[src/hdl/scan_ctrl_pkg.sv]
package scan_ctrl_pkg;

    // encoder position width
    localparam int ENC_W = 32;

    //////////////////////////////////////////////////
    // sequencer states, numbering kept for host status
    //////////////////////////////////////////////////
    typedef enum logic [3:0] {
        ST_IDLE          = 4'd0,
        ST_OPEN_SHUTTER  = 4'd1,
        ST_FBC_CLOSE     = 4'd2,
        ST_SCAN          = 4'd3,
        ST_FBC_OPEN      = 4'd4,
        ST_CLOSE_SHUTTER = 4'd5,
        ST_ERROR         = 4'd6,
        ST_FINISH        = 4'd7,
        ST_FS_WAIT       = 4'd9   // waiting for fast-shutter position
    } scan_state_t;

    //////////////////////////////////////////////////
    // error codes reported to the host
    //////////////////////////////////////////////////
    typedef enum logic [3:0] {
        ERR_NONE          = 4'd0,
        ERR_OPEN_TIMEOUT  = 4'd1,
        ERR_FBC_TIMEOUT   = 4'd2,
        ERR_CLOSE_TIMEOUT = 4'd3,
        ERR_SPINDLE_AHEAD = 4'd4,   // start position passed too early
        ERR_ENERGY        = 4'd5,
        ERR_NOT_TRIGGERED = 4'd6,
        ERR_OSCILLATION   = 4'd7,
        ERR_FS_WAIT_TO    = 4'd12
    } scan_err_t;

endpackage
[src/hdl/scan_ctrl_top.sv]
`timescale 1ns/100ps

module scan_ctrl_top import scan_ctrl_pkg::*; #(
    parameter int TIMEOUT_CYCLES   = 100_000_000,  // 1 s at 100 MHz
    parameter int SETTLE_CYCLES    = 500_000,      // 5 ms
    parameter int IDLE_WAIT_CYCLES = 100_000_000,
    parameter int ACK_WAIT_CYCLES  = 100_000_000,
    parameter int RESEND_MAX       = 2
) (
    input  logic             clk_i,
    input  logic             scan_soft_reset_i,
    input  logic             scan_start_cmd_i,
    input  logic [ENC_W-1:0] x_encode_i,
    input  logic [ENC_W-1:0] fast_shutter_encode_i,
    input  logic [ENC_W-1:0] x_start_encode_i,
    input  logic [ENC_W-1:0] x_end_encode_i,
    input  logic             fast_shutter_state_i,   // 0 open, 1 closed
    input  logic             fbc_close_state_i,
    input  logic             fbc_close_state_err_i,
    input  logic             fbc_ratio_err_i,
    input  logic             scan_fbc_switch_i,
    input  logic [2:0]       aurora_tx_idle_i,
    input  logic             scan_finish_comm_ack_i,
    output logic             fast_shutter_set_o,
    output logic             fast_shutter_en_o,
    output logic             fbc_close_loop_o,
    output logic             fbc_open_loop_o,
    output logic             real_scan_start_o,
    output logic             acc_force_on_o,
    output logic             scan_finish_comm_o,
    output logic             scan_error_comm_o,
    output logic             aurora_scan_reset_o,
    output scan_err_t        scan_error_comm_flag_o,
    output scan_state_t      scan_state_o
);

    logic        shutter_cross, start_cross, start_edge, end_cross;
    logic        timeout, settled;
    logic        state_change, finish_entry;
    scan_state_t next_state;

    encoder_compare u_enc (
        .clk_i, .scan_soft_reset_i,
        .x_encode_i, .fast_shutter_encode_i, .x_start_encode_i, .x_end_encode_i,
        .shutter_cross_o (shutter_cross),
        .start_cross_o   (start_cross),
        .start_edge_o    (start_edge),
        .end_cross_o     (end_cross)
    );

    phase_timer #(.TIMEOUT_CYCLES(TIMEOUT_CYCLES), .SETTLE_CYCLES(SETTLE_CYCLES)) u_timer (
        .clk_i, .scan_soft_reset_i,
        .state_i        (scan_state_o),
        .state_change_i (state_change),
        .fast_shutter_state_i,
        .timeout_o      (timeout),
        .settled_o      (settled)
    );

    scan_fsm #(.IDLE_WAIT_CYCLES(IDLE_WAIT_CYCLES)) u_fsm (
        .clk_i, .scan_soft_reset_i, .scan_start_cmd_i,
        .shutter_cross_i   (shutter_cross),
        .start_cross_i     (start_cross),
        .end_cross_i       (end_cross),
        .timeout_i         (timeout),
        .settled_i         (settled),
        .real_scan_start_i (real_scan_start_o),
        .fast_shutter_state_i, .fbc_close_state_i, .fbc_close_state_err_i,
        .fbc_ratio_err_i, .scan_fbc_switch_i, .aurora_tx_idle_i,
        .state_o           (scan_state_o),
        .next_state_o      (next_state),
        .state_change_o    (state_change),
        .finish_entry_o    (finish_entry),
        .error_code_o      (scan_error_comm_flag_o),
        .error_entry_o     (),   // error report is built in actuator_ctrl
        .aurora_scan_reset_o
    );

    actuator_ctrl u_act (
        .clk_i, .scan_soft_reset_i,
        .state_i      (scan_state_o),
        .next_state_i (next_state),
        .start_edge_i (start_edge),
        .fast_shutter_set_o, .fast_shutter_en_o, .fbc_close_loop_o, .fbc_open_loop_o,
        .real_scan_start_o, .acc_force_on_o, .scan_error_comm_o
    );

    finish_notifier #(.ACK_WAIT_CYCLES(ACK_WAIT_CYCLES), .RESEND_MAX(RESEND_MAX)) u_notify (
        .clk_i, .scan_soft_reset_i,
        .finish_entry_i (finish_entry),
        .scan_finish_comm_ack_i,
        .scan_finish_comm_o
    );

endmodule

[src/hdl/finish_notifier.sv]
`timescale 1ns/100ps

module finish_notifier import scan_ctrl_pkg::*; #(
    parameter int ACK_WAIT_CYCLES = 100_000_000,
    parameter int RESEND_MAX      = 2
) (
    input  logic clk_i,
    input  logic scan_soft_reset_i,
    input  logic finish_entry_i,
    input  logic scan_finish_comm_ack_i,
    output logic scan_finish_comm_o
);

    localparam int AW_W = $clog2(ACK_WAIT_CYCLES + 1);
    localparam int RS_W = $clog2(RESEND_MAX + 1);
    localparam logic [AW_W-1:0] AW_LAST = AW_W'(ACK_WAIT_CYCLES - 1);
    localparam logic [RS_W-1:0] RS_LAST = RS_W'(RESEND_MAX - 1);

    logic            wait_ack;
    logic [AW_W-1:0] wait_cnt;
    logic [RS_W-1:0] resend_cnt;
    logic            resend;

    // interval elapsed without an ack
    assign resend = wait_ack && !scan_finish_comm_ack_i && (wait_cnt == AW_LAST);

    always_ff @(posedge clk_i) begin
        if (scan_soft_reset_i) begin
            wait_ack           <= 1'b0;
            wait_cnt           <= '0;
            resend_cnt         <= '0;
            scan_finish_comm_o <= 1'b0;
        end else begin
            scan_finish_comm_o <= finish_entry_i || resend;
            if (finish_entry_i) begin
                wait_ack   <= 1'b1;
                wait_cnt   <= '0;
                resend_cnt <= '0;
            end else if (scan_finish_comm_ack_i || (resend && resend_cnt == RS_LAST)) begin
                wait_ack <= 1'b0;   // acked, or last resend gone out
                wait_cnt <= '0;
            end else if (wait_ack) begin
                wait_cnt <= resend ? '0 : wait_cnt + 1'b1;
                if (resend)
                    resend_cnt <= resend_cnt + 1'b1;
            end
        end
    end

endmodule

[src/hdl/actuator_ctrl.sv]
`timescale 1ns/100ps

module actuator_ctrl import scan_ctrl_pkg::*; (
    input  logic        clk_i,
    input  logic        scan_soft_reset_i,
    input  scan_state_t state_i,
    input  scan_state_t next_state_i,
    input  logic        start_edge_i,
    output logic        fast_shutter_set_o,   // 0 open, 1 close
    output logic        fast_shutter_en_o,
    output logic        fbc_close_loop_o,
    output logic        fbc_open_loop_o,
    output logic        real_scan_start_o,
    output logic        acc_force_on_o,
    output logic        scan_error_comm_o
);

    logic open_go;
    logic close_go;
    logic err_go;

    assign open_go  = (state_i == ST_FS_WAIT) && (next_state_i == ST_OPEN_SHUTTER);
    assign err_go   = (state_i != ST_ERROR) && (next_state_i == ST_ERROR);
    assign close_go = ((state_i != ST_CLOSE_SHUTTER) && (next_state_i == ST_CLOSE_SHUTTER))
                      || err_go;

    always_ff @(posedge clk_i) begin
        if (scan_soft_reset_i) begin
            fast_shutter_set_o <= 1'b0;
            fast_shutter_en_o  <= 1'b0;
            fbc_close_loop_o   <= 1'b0;
            fbc_open_loop_o    <= 1'b0;
            real_scan_start_o  <= 1'b0;
            acc_force_on_o     <= 1'b0;
            scan_error_comm_o  <= 1'b0;
        end else begin
            fast_shutter_en_o <= open_go || close_go;   // strobe, level held in set
            if (close_go)
                fast_shutter_set_o <= 1'b1;
            else if (open_go)
                fast_shutter_set_o <= 1'b0;
            fbc_close_loop_o  <= (state_i == ST_OPEN_SHUTTER) && (next_state_i == ST_FBC_CLOSE);
            fbc_open_loop_o   <= (state_i == ST_SCAN) && (next_state_i == ST_FBC_OPEN);
            scan_error_comm_o <= err_go;
            // scan gate follows the start edge, drops on leaving scan
            if (state_i == ST_SCAN && next_state_i != ST_SCAN)
                real_scan_start_o <= 1'b0;
            else if (state_i == ST_SCAN && start_edge_i)
                real_scan_start_o <= 1'b1;
            // stage held in force until the scan really starts
            if (err_go)
                acc_force_on_o <= 1'b0;
            else if (open_go)
                acc_force_on_o <= 1'b1;
            else if (state_i == ST_SCAN && start_edge_i)
                acc_force_on_o <= 1'b0;
        end
    end

endmodule

[src/hdl/scan_fsm.sv]
`timescale 1ns/100ps

module scan_fsm import scan_ctrl_pkg::*; #(
    parameter int IDLE_WAIT_CYCLES = 100_000_000
) (
    input  logic        clk_i,
    input  logic        scan_soft_reset_i,
    input  logic        scan_start_cmd_i,
    input  logic        shutter_cross_i,
    input  logic        start_cross_i,
    input  logic        end_cross_i,
    input  logic        timeout_i,
    input  logic        settled_i,
    input  logic        real_scan_start_i,
    input  logic        fast_shutter_state_i,
    input  logic        fbc_close_state_i,
    input  logic        fbc_close_state_err_i,
    input  logic        fbc_ratio_err_i,
    input  logic        scan_fbc_switch_i,
    input  logic [2:0]  aurora_tx_idle_i,
    output scan_state_t state_o,
    output scan_state_t next_state_o,
    output logic        state_change_o,
    output logic        finish_entry_o,
    output scan_err_t   error_code_o,
    output logic        error_entry_o,
    output logic        aurora_scan_reset_o
);

    localparam int IW_W = $clog2(IDLE_WAIT_CYCLES + 1);
    localparam logic [IW_W-1:0] IW_LAST = IW_W'(IDLE_WAIT_CYCLES - 1);

    logic            armed;
    logic            spindle_ahead;
    logic            all_idle;
    logic            idle_hit;
    logic [IW_W-1:0] idle_cnt;
    scan_err_t       err_next;

    assign spindle_ahead  = armed && start_cross_i;
    assign all_idle       = &aurora_tx_idle_i;
    assign idle_hit       = idle_cnt == IW_LAST;
    assign state_change_o = state_o != next_state_o;
    assign error_entry_o  = (state_o != ST_ERROR) && (next_state_o == ST_ERROR);

    //////////////////////////////////////////////////
    // state register and arming
    //////////////////////////////////////////////////
    always_ff @(posedge clk_i) begin
        if (scan_soft_reset_i) begin
            state_o <= ST_IDLE;
            armed   <= 1'b0;
        end else begin
            state_o <= next_state_o;
            if (scan_start_cmd_i)
                armed <= 1'b1;
            else if (state_o == ST_FINISH && next_state_o != ST_FINISH)
                armed <= 1'b0;   // one command, one scan
        end
    end

    //////////////////////////////////////////////////
    // next state and error cause
    //////////////////////////////////////////////////
    always_comb begin
        next_state_o = state_o;
        err_next     = ERR_NONE;
        case (state_o)
            ST_IDLE: if (armed) next_state_o = ST_FS_WAIT;
            ST_FS_WAIT: begin
                if (shutter_cross_i) begin
                    next_state_o = ST_OPEN_SHUTTER;
                end else if (spindle_ahead) begin
                    next_state_o = ST_ERROR;
                    err_next     = ERR_SPINDLE_AHEAD;
                end else if (timeout_i) begin
                    next_state_o = ST_ERROR;
                    err_next     = ERR_FS_WAIT_TO;
                end
            end
            ST_OPEN_SHUTTER: begin
                if (!fast_shutter_state_i && settled_i)
                    next_state_o = scan_fbc_switch_i ? ST_FBC_CLOSE : ST_SCAN;
                else if (spindle_ahead || timeout_i) begin
                    next_state_o = ST_ERROR;
                    err_next     = spindle_ahead ? ERR_SPINDLE_AHEAD : ERR_OPEN_TIMEOUT;
                end
            end
            ST_FBC_CLOSE: begin
                if (fbc_close_state_i)
                    next_state_o = ST_SCAN;
                else if (spindle_ahead || timeout_i) begin
                    next_state_o = ST_ERROR;
                    err_next     = spindle_ahead ? ERR_SPINDLE_AHEAD : ERR_FBC_TIMEOUT;
                end
            end
            ST_SCAN: begin
                if (end_cross_i && real_scan_start_i)
                    next_state_o = scan_fbc_switch_i ? ST_FBC_OPEN : ST_CLOSE_SHUTTER;
                else if (fbc_close_state_err_i || end_cross_i || fbc_ratio_err_i) begin
                    next_state_o = ST_ERROR;
                    if (fbc_close_state_err_i)      err_next = ERR_OSCILLATION;
                    else if (end_cross_i)           err_next = ERR_NOT_TRIGGERED;
                    else                            err_next = ERR_ENERGY;
                end
            end
            ST_FBC_OPEN: begin
                if (!fbc_close_state_i)
                    next_state_o = ST_CLOSE_SHUTTER;
                else if (timeout_i)
                    next_state_o = ST_ERROR;   // no own code, keeps previous
            end
            ST_CLOSE_SHUTTER: begin
                if (fast_shutter_state_i) begin
                    next_state_o = ST_FINISH;
                end else if (timeout_i) begin
                    next_state_o = ST_ERROR;
                    err_next     = ERR_CLOSE_TIMEOUT;
                end
            end
            ST_ERROR:  next_state_o = ST_ERROR;   // held until reset
            ST_FINISH: if (all_idle || idle_hit) next_state_o = ST_IDLE;
            default:   next_state_o = ST_IDLE;
        endcase
    end

    //////////////////////////////////////////////////
    // error code, finish entry, aurora idle wait
    //////////////////////////////////////////////////
    always_ff @(posedge clk_i) begin
        if (scan_soft_reset_i) begin
            error_code_o        <= ERR_NONE;
            finish_entry_o      <= 1'b0;
            idle_cnt            <= '0;
            aurora_scan_reset_o <= 1'b0;
        end else begin
            if (error_entry_o && err_next != ERR_NONE)
                error_code_o <= err_next;
            finish_entry_o <= (state_o == ST_CLOSE_SHUTTER) && (next_state_o == ST_FINISH);
            if (state_o == ST_FINISH && !idle_hit)
                idle_cnt <= idle_cnt + 1'b1;
            else
                idle_cnt <= '0;
            aurora_scan_reset_o <= (state_o == ST_FINISH) && idle_hit && !all_idle;
        end
    end

endmodule

[src/hdl/phase_timer.sv]
`timescale 1ns/100ps

module phase_timer import scan_ctrl_pkg::*; #(
    parameter int TIMEOUT_CYCLES = 100_000_000,
    parameter int SETTLE_CYCLES  = 500_000
) (
    input  logic        clk_i,
    input  logic        scan_soft_reset_i,
    input  scan_state_t state_i,
    input  logic        state_change_i,
    input  logic        fast_shutter_state_i,
    output logic        timeout_o,
    output logic        settled_o
);

    localparam int TO_W = $clog2(TIMEOUT_CYCLES + 1);
    localparam int ST_W = $clog2(SETTLE_CYCLES + 1);
    localparam logic [TO_W-1:0] TO_LAST = TO_W'(TIMEOUT_CYCLES - 1);
    localparam logic [ST_W-1:0] ST_LAST = ST_W'(SETTLE_CYCLES - 1);

    logic [TO_W-1:0] to_cnt;
    logic [ST_W-1:0] settle_cnt;
    logic            timed_state;
    logic            shutter_open;

    assign timed_state = (state_i == ST_OPEN_SHUTTER) || (state_i == ST_FBC_CLOSE) ||
                         (state_i == ST_FBC_OPEN) || (state_i == ST_CLOSE_SHUTTER) ||
                         (state_i == ST_FS_WAIT);
    assign shutter_open = (state_i == ST_OPEN_SHUTTER) && !fast_shutter_state_i;

    always_ff @(posedge clk_i) begin
        if (scan_soft_reset_i || state_change_i) begin
            to_cnt    <= '0;
            timeout_o <= 1'b0;   // no stale timeout into the next state
        end else begin
            if (timed_state && to_cnt != TO_LAST)
                to_cnt <= to_cnt + 1'b1;
            timeout_o <= timed_state && (to_cnt == TO_LAST);
        end
    end

    // shutter settle, restarts whenever the status drops
    always_ff @(posedge clk_i) begin
        if (scan_soft_reset_i || !shutter_open) begin
            settle_cnt <= '0;
            settled_o  <= 1'b0;
        end else begin
            if (settle_cnt != ST_LAST)
                settle_cnt <= settle_cnt + 1'b1;
            settled_o <= settle_cnt == ST_LAST;
        end
    end

endmodule

[src/hdl/encoder_compare.sv]
`timescale 1ns/100ps

module encoder_compare import scan_ctrl_pkg::*; (
    input  logic             clk_i,
    input  logic             scan_soft_reset_i,
    input  logic [ENC_W-1:0] x_encode_i,
    input  logic [ENC_W-1:0] fast_shutter_encode_i,
    input  logic [ENC_W-1:0] x_start_encode_i,
    input  logic [ENC_W-1:0] x_end_encode_i,
    output logic             shutter_cross_o,
    output logic             start_cross_o,
    output logic             start_edge_o,
    output logic             end_cross_o
);

    logic shutter_raw;
    logic shutter_d0;
    logic start_d0, start_d1;

    assign shutter_raw   = x_encode_i >= fast_shutter_encode_i;
    assign start_cross_o = x_encode_i >= x_start_encode_i;   // used by error checks directly
    assign end_cross_o   = x_encode_i >= x_end_encode_i;

    always_ff @(posedge clk_i) begin
        if (scan_soft_reset_i) begin
            shutter_d0 <= 1'b0;
            start_d0   <= 1'b0;
            start_d1   <= 1'b0;
        end else begin
            shutter_d0 <= shutter_raw;
            start_d0   <= start_cross_o;
            start_d1   <= start_d0;
        end
    end

    // crossing flag, one cycle behind the encoder
    assign shutter_cross_o = shutter_d0;

    // first cycle the registered start flag is high
    assign start_edge_o = start_d0 & ~start_d1;

endmodule

[config.mk]
export PLATFORM = sky130hd
export DESIGN_NAME = scan_ctrl_top
export DESIGN_NICKNAME = d
export VERILOG_FILES = /design/src/hdl/scan_ctrl_pkg.sv /design/src/hdl/scan_ctrl_top.sv /design/src/hdl/finish_notifier.sv /design/src/hdl/actuator_ctrl.sv /design/src/hdl/scan_fsm.sv /design/src/hdl/phase_timer.sv /design/src/hdl/encoder_compare.sv
export SDC_FILE = /design/constraint.sdc
export NUM_CORES = 1
export LEC_CHECK = 0
export ABC_AREA = 1
export BUFFER_PORTS_ARGS = -buffer_cell sky130_fd_sc_hd__buf_2
export CAP_MARGIN = 30
export CORE_UTILIZATION = 60
export DETAILED_ROUTE_END_ITERATION = 7
export GPL_ROUTABILITY_DRIVEN = 0
export PLACE_DENSITY = 0.85
export SLEW_MARGIN = 15
export SYNTH_ARGS = -nofsm -noshare
export SYNTH_HDL_FRONTEND = slang
export SYNTH_HIERARCHICAL = 1
export SYNTH_SLANG_ARGS = --single-unit
[constraint.sdc]
create_clock -name clk_i -period 5.3 [get_ports clk_i]
set_input_delay 0.265 -clock clk_i [delete_from_list [all_inputs] [get_ports clk_i]]
set_output_delay 0.265 -clock clk_i [all_outputs]
set_load 0.02 [all_outputs]
After elaboration in Yosys (flattened, before gate mapping)
Cells that the tools add are included.
{"block": "classes", "n_addsub": 5, "n_mul": 0, "div": 0, "magnitude_cmp": 3, "eq_ne": 26, "n_shift": 0, "n_mux": 40, "bitwise": 4, "n_reduce_logical": 54}
{"operator": "$ge 32x32->1", "n": 3}
{"operator": "$mux 4", "n": 23}
{"operator": "$add 27x1->27 const B", "n": 3}
{"operator": "$eq 27x27->1 const B", "n": 3}
{"operator": "$pmux 4 s9", "n": 1}
{"operator": "$eq 4x3->1 const B", "n": 8}
{"operator": "$mux 27", "n": 1}
{"operator": "$ne 27x27->1 const B", "n": 1}
{"operator": "$logic_and 1x1->1", "n": 22}
{"operator": "$pmux 4 s5", "n": 1}
{"operator": "$add 19x1->19 const B", "n": 1}
{"operator": "$eq 19x19->1 const B", "n": 1}
{"operator": "$ne 19x19->1 const B", "n": 1}
{"operator": "$logic_or 1x1->1", "n": 14}
{"operator": "$eq 4x2->1 const B", "n": 3}
{"operator": "$ne 4x3->1 const B", "n": 3}
{"operator": "$mux 1", "n": 10}
{"operator": "$eq 4x1->1 const B", "n": 2}
{"operator": "$reduce_bool 2->1", "n": 4}
{"operator": "$reduce_or 2->1", "n": 4}
{"operator": "$mux 3", "n": 2}
{"operator": "$reduce_and 3->1", "n": 2}
{"operator": "$logic_not 1->1", "n": 5}
{"operator": "$eq 4x4->1 const B", "n": 1}
{"operator": "10 further kinds", "n": 13}
{"block": "totals", "register_bits": 127, "latch_bits": 0, "ramBits": 0, "romBits": 0, "in_bits": 140, "out_inout_bits": 17, "wordCells": 156, "n_memories": 0}

Longest topological paths before layout
{"block": "logic_depth", "depth_word": 10, "mapped_depth": 27, "depth_no_buf": 27}

Cells and area by module
Netlist, hierarchy kept.
{"mod": "phase_timer", "n_inst": 1, "cells_per_inst": 441, "area_per_inst_um2": 2919.0, "seq_area_each_um2": 960.9}
{"mod": "encoder_compare", "n_inst": 1, "cells_per_inst": 399, "area_per_inst_um2": 2561.2, "seq_area_each_um2": 60.1}
{"mod": "scan_fsm", "n_inst": 1, "cells_per_inst": 337, "area_per_inst_um2": 2303.5, "seq_area_each_um2": 760.7}
{"mod": "finish_notifier", "n_inst": 1, "cells_per_inst": 272, "area_per_inst_um2": 1785.5, "seq_area_each_um2": 620.6}
{"mod": "actuator_ctrl", "n_inst": 1, "cells_per_inst": 65, "area_per_inst_um2": 404.1, "seq_area_each_um2": 140.1}

Worst setup path before layout
No wires, ideal clock.
{"block": "synth_timing", "kind": "input to register", "startpoint": "in x_start_encode_i[29]", "endpoint": "reg u_timer.to_cnt[13]", "setup_ps": 70, "arrival_ps": 2929, "required_time_ps": 5230, "setup_slack_ps": 2301, "stages": 21, "path_buffers": 1, "cell_sequence": "inv_1 -> ha_1 -> a21oi_1 -> nor2_1 -> nor2_1 -> nand3_1 -> nor2_1 -> nand2_1 -> nand2_1 -> inv_1 -> nor2_1 -> nor2_2 -> nor3_1 -> nand2_2 -> xor2_1 -> nor2_1 -> nand3_1 -> nor2_1 -> inv_1 -> clkbuf_1 -> a21oi_2"}
{"block": "synth_via", "elab_chain_len": 8, "elab_cells_between_ends": 11, "cone_classes": "order compare (1); eq/ne (1); mux (6); reduce/logical (3)"}
{"item": "start, declared", "line": "scan_ctrl_top.sv:15", "text": "input logic [ENC_W-1:0] x_start_encode_i,"}
{"item": "$ge 32x32->1 *", "line": "encoder_compare.sv:21", "text": "assign start_cross_o = x_encode_i >= x_start_encode_i;"}
{"item": "net start_cross", "line": "scan_ctrl_top.sv:37", "text": "logic shutter_cross, start_cross, start_edge, end_cross;"}
{"item": "$logic_and 1x1->1 *", "line": "scan_fsm.sv:40", "text": "assign spindle_ahead = armed && start_cross_i;"}
{"item": "$logic_or 1x1->1", "line": "scan_fsm.sv:84, scan_fsm.sv:92"}
{"item": "$mux 4", "line": "scan_fsm.sv:84, scan_fsm.sv:92"}
{"item": "$mux 4 (on tied branches)", "line": "scan_fsm.sv:90, scan_fsm.sv:82"}
{"item": "$pmux 4 s9 *", "line": "scan_fsm.sv:68", "text": "case (state_o)"}
{"item": "net next_state[1]", "line": "scan_ctrl_top.sv:40", "text": "scan_state_t next_state;"}
{"item": "$ne 4x4->1 *", "line": "scan_fsm.sv:43", "text": "assign state_change_o = state_o != next_state_o;"}
{"item": "net state_change", "line": "scan_ctrl_top.sv:39", "text": "logic state_change, finish_entry;"}
{"item": "$logic_or 1x1->1 *", "line": "phase_timer.sv:32", "text": "if (scan_soft_reset_i || state_change_i) begin"}
{"item": "end signal, assigned", "line": "phase_timer.sv:37", "text": "to_cnt <= to_cnt + 1'b1;"}
{"item": "end, declared", "line": "phase_timer.sv:21", "text": "logic [TO_W-1:0] to_cnt;"}
The timed path passes the listed nets; every way through them passes the cells marked *.
A chain may end at the register's enable or synchronous reset.

Final worst setup path
{"block": "layout_timing", "startpoint": "in x_encode_i[29]", "endpoint": "reg u_timer.to_cnt[5]"}
{"block": "layout_via", "elab_chain_len": 8, "elab_cells_between_ends": 17, "cone_classes": "order compare (2); eq/ne (1); mux (8); reduce/logical (6)"}
{"item": "start, declared", "line": "scan_ctrl_top.sv:13", "text": "input logic [ENC_W-1:0] x_encode_i,"}
{"item": "$ge 32x32->1 *", "line": "encoder_compare.sv:21"}
{"item": "net start_cross", "line": "scan_ctrl_top.sv:37"}
{"item": "$logic_and 1x1->1 *", "line": "scan_fsm.sv:40"}
{"item": "$logic_or 1x1->1", "line": "scan_fsm.sv:84, scan_fsm.sv:92"}
{"item": "$mux 4", "line": "scan_fsm.sv:84, scan_fsm.sv:92"}
{"item": "$mux 4 (on tied branches)", "line": "scan_fsm.sv:90, scan_fsm.sv:82"}
{"item": "$pmux 4 s9 *", "line": "scan_fsm.sv:68"}
{"item": "net next_state[1]", "line": "scan_ctrl_top.sv:40"}
{"item": "$ne 4x4->1 *", "line": "scan_fsm.sv:43"}
{"item": "net state_change", "line": "scan_ctrl_top.sv:39"}
{"item": "$logic_or 1x1->1 *", "line": "phase_timer.sv:32"}
Marks and branches as above.

==> metrics.json <==
{
  "global_route": {
    "initial_antenna_violation_count": 2,
    "grt_usage": 0.3048,
    "grt_overflow_total": 0,
    "grt_pass1_vias": 9599,
    "grt_pass1_wl_um": 41720,
    "largest_net_degree_at_the_start_of_global_routing": 28
  },
  "clock_network": {
    "path_clk_slew_ps": 60,
    "cts-resized-gates": 0,
    "clock_tree.buffer_depth": 2,
    "postCtsHoldBufs": 0,
    "cts_buffers": 17,
    "clk_latency_ps": 420,
    "clock_tree_from_tritoncts": "built",
    "htree_levels": 4,
    "tritoncts_num_sinks": 127,
    "cts_root_buf": "clkbuf_16",
    "post_cts_buffers": 0
  },
  "timing": {
    "hold-worst-slack_ps": 104.8,
    "max_clock_freq_mhz": 308.0,
    "final_cycle_share": 0.6126,
    "worst-slew-pin-transition_ps": 614.6,
    "final.min_clock_period_ps": 3247,
    "unrepaired_setup_endpoints_after_global_routing": "false",
    "final-max-slew-violation-count": 0,
    "finalSetupViolCount": 0,
    "fin_worst_skew_ps": 6.729,
    "final-hold-violation-count": 0,
    "fin_setup_tns_ps": 0,
    "worst_slew_margin_relative_to_its_limit": 0.5881
  },
  "drt": {
    "route.detailed.wl_per_inst_um": 13.17,
    "vias": 10190,
    "viasPerCell": 5.353,
    "first_iter_violations": 685,
    "postRouteAntennaNets": 0,
    "drt_pre_antenna_iters": 5,
    "remaining_drcs": 0,
    "total_routed_wirelength_um": 25070
  },
  "die": {
    "fp.dieArea_um2": 17130,
    "initial_core_util": 0.6207,
    "boundaryPins": 157,
    "fp-row-count": 46,
    "design.core.area_um2": 16060,
    "die_w_um": 130.9,
    "vertical_die_dimension_um": 130.9
  },
  "synth": {
    "post_synth.cell_area_avg_um2": 6.588,
    "synth.net_count": 1754,
    "number_of_warnings_printed_during_yosys_synthesis": 6,
    "synthesis.instances": 1513,
    "area_of_the_mapped_netlist_um2": 9967
  },
  "pwr": {
    "reported_net_switching_power_mw": 0.6869,
    "power.static_leakage_nw": 5.374,
    "internal_power_mw": 1.928,
    "switching_share": 0.2627,
    "fin_total_pwr_mw": 2.615,
    "power_density_nw_per_um2": 226.4,
    "power.clock.fraction": 0.472,
    "seq_power_share": 0.373,
    "peakVddDrop_mv": 0.2513,
    "comb_power_share": 0.155
  },
  "finish": {
    "layout.filler_cells": 1309,
    "nets": 1916,
    "antenna_cell_count": 0,
    "final_core_utilization": 0.7193,
    "final_layout_size_suffix_gt1_frac": 0.1836,
    "area_growth_syn_to_layout_pct": 15.88,
    "final_cell_count_no_fill": 1904
  },
  "min_path": {
    "hold_path_class": "in2reg",
    "holdCritStartpoint": "scan_start_cmd_i"
  },
  "worst_setup_path": {
    "timing.critical_path.to_type": "flop",
    "worstPathMaxFanout": 18,
    "critical_path.startpoint": "x_encode_i[29]",
    "critPathLaunchType": "input pin",
    "worst_ep_arrival_time_ps": 3590,
    "worst_r2r_startpoint": "u_fsm/state_o[0]",
    "worstSetupPathType": "in2reg",
    "required_time_worst_endpoint_ps": 5650
  },
  "place": {
    "port_buffer_count": 156,
    "hpwl_after_detailed_placement_um": 19560,
    "total_instance_count_after_detailed_placement": 1871
  },
  "status": {
    "status": "finished clean"
  },
  "flow_run": {
    "max_cap_violations": 0
  }
}
==> routing by layer <==
layer  routed length [um]  part of all wire  global-route usage
met5                   11           0.00044                   0
met4                  847             0.034              0.1386
met3                 1562             0.062             0.06922
met2                12190              0.49              0.5431
met1                10450              0.42              0.3456
==> worst max-delay path: stages <==
cell,delay (ps)
buf_2,120
ha_1,320
a21oi_1,180
nor2_1,60
nor2_1,90
nand3_1,90
nor2_1,220
nand2_1,80
nand2_1,100
inv_1,70
nor2_1,180
nor2_2,80
nor3_1,270
nand2_2,160
xor2_1,170
nor2_1,110
nand3_1,70
nor2_1,350
inv_1,250
buf_16,220
a21oi_1,130
==> registers in the layout (all words and copies together) (netlist names), 2 cells and up <==
signal,count
u_fsm/idle_cnt,27
u_notify/wait_cnt,27
u_timer/to_cnt,27
u_timer/settle_cnt,19
u_fsm/error_code_o,4
u_fsm/state_o,4
u_notify/resend_cnt,2
==> worst paths after layout <==
check | end | slack (ps) | depth (start not counted)
hold reg to reg | u_enc/start_d1 | 440 | 2
setup reg to reg | u_timer/to_cnt[5] | 2330 | 14
setup / recovery | u_timer/to_cnt[5] | 2050 | 21
hold / removal | u_fsm/armed | 100 | 3
==> through the flow <==
| stage | worst slack (ps) | cell area (um2) |
|---|---|---|
| after floorplan | 2301 | 9967 |
| after detailed placement | 1447 | 10900 |
| after global routing | 1703 | 11550 |
| after global placement | 1609 | 10900 |
| after CTS | 1853 | 11520 |
| final | 2053 | 11550 |
==> cell usage in the layout, fill, tap and decap left out, types with 3 or more instances in the layout <==
| master | n |
|---|---|
| xor2_1 | 24 |
| inv_1 | 246 |
| nand3_1 | 77 |
| bufinv_16 | 4 |
| nor2_1 | 208 |
| o21ai_0 | 27 |
| clkbuf_16 | 17 |
| inv_2 | 15 |
| xnor2_1 | 15 |
| a21oi_1 | 89 |
| nand4_1 | 44 |
| nor3_1 | 36 |
| nor3_2 | 4 |
| nand2_4 | 4 |
| ha_1 | 101 |
| nand2_1 | 340 |
| nor2_2 | 21 |
| o21a_1 | 6 |
| dfxtp_1 | 127 |
| nand3b_1 | 4 |
| o21ai_1 | 9 |
| buf_2 | 156 |
| nor2_4 | 12 |
| nor3_4 | 3 |
| nor3b_1 | 7 |
| a21oi_2 | 17 |
| clkbuf_1 | 3 |
| nand3_2 | 5 |
| nand2_2 | 30 |
| nor4_1 | 3 |
| clkinv_2 | 4 |
==> power groups by stage <==
stage / clock (mW) / sequential [mW] / combinational [mW]
floorplan: 0 / 0.994 / 0.270
global placement: 0 / 0.995 / 0.370
detailed placement: 0 / 0.995 / 0.387
CTS: 1.25 / 0.974 / 0.391
global route: 1.29 / 0.976 / 0.456
finish: 1.24 / 0.975 / 0.405
==> area by class of cell <==
cell class,count,area [um2],share of cell area
Multi-Input combinational cell,1109,6315,0.5467
Sequential cell,127,2542,0.2201
Inverter,263,991.0,0.08580
Timing Repair Buffer,157,808.3,0.06998
Clock buffer,22,464.2,0.04019
Tap cell,216,270.3,0.02340
Clock inverter,10,158.9,0.01376
(Power assumes the default switching activity.)
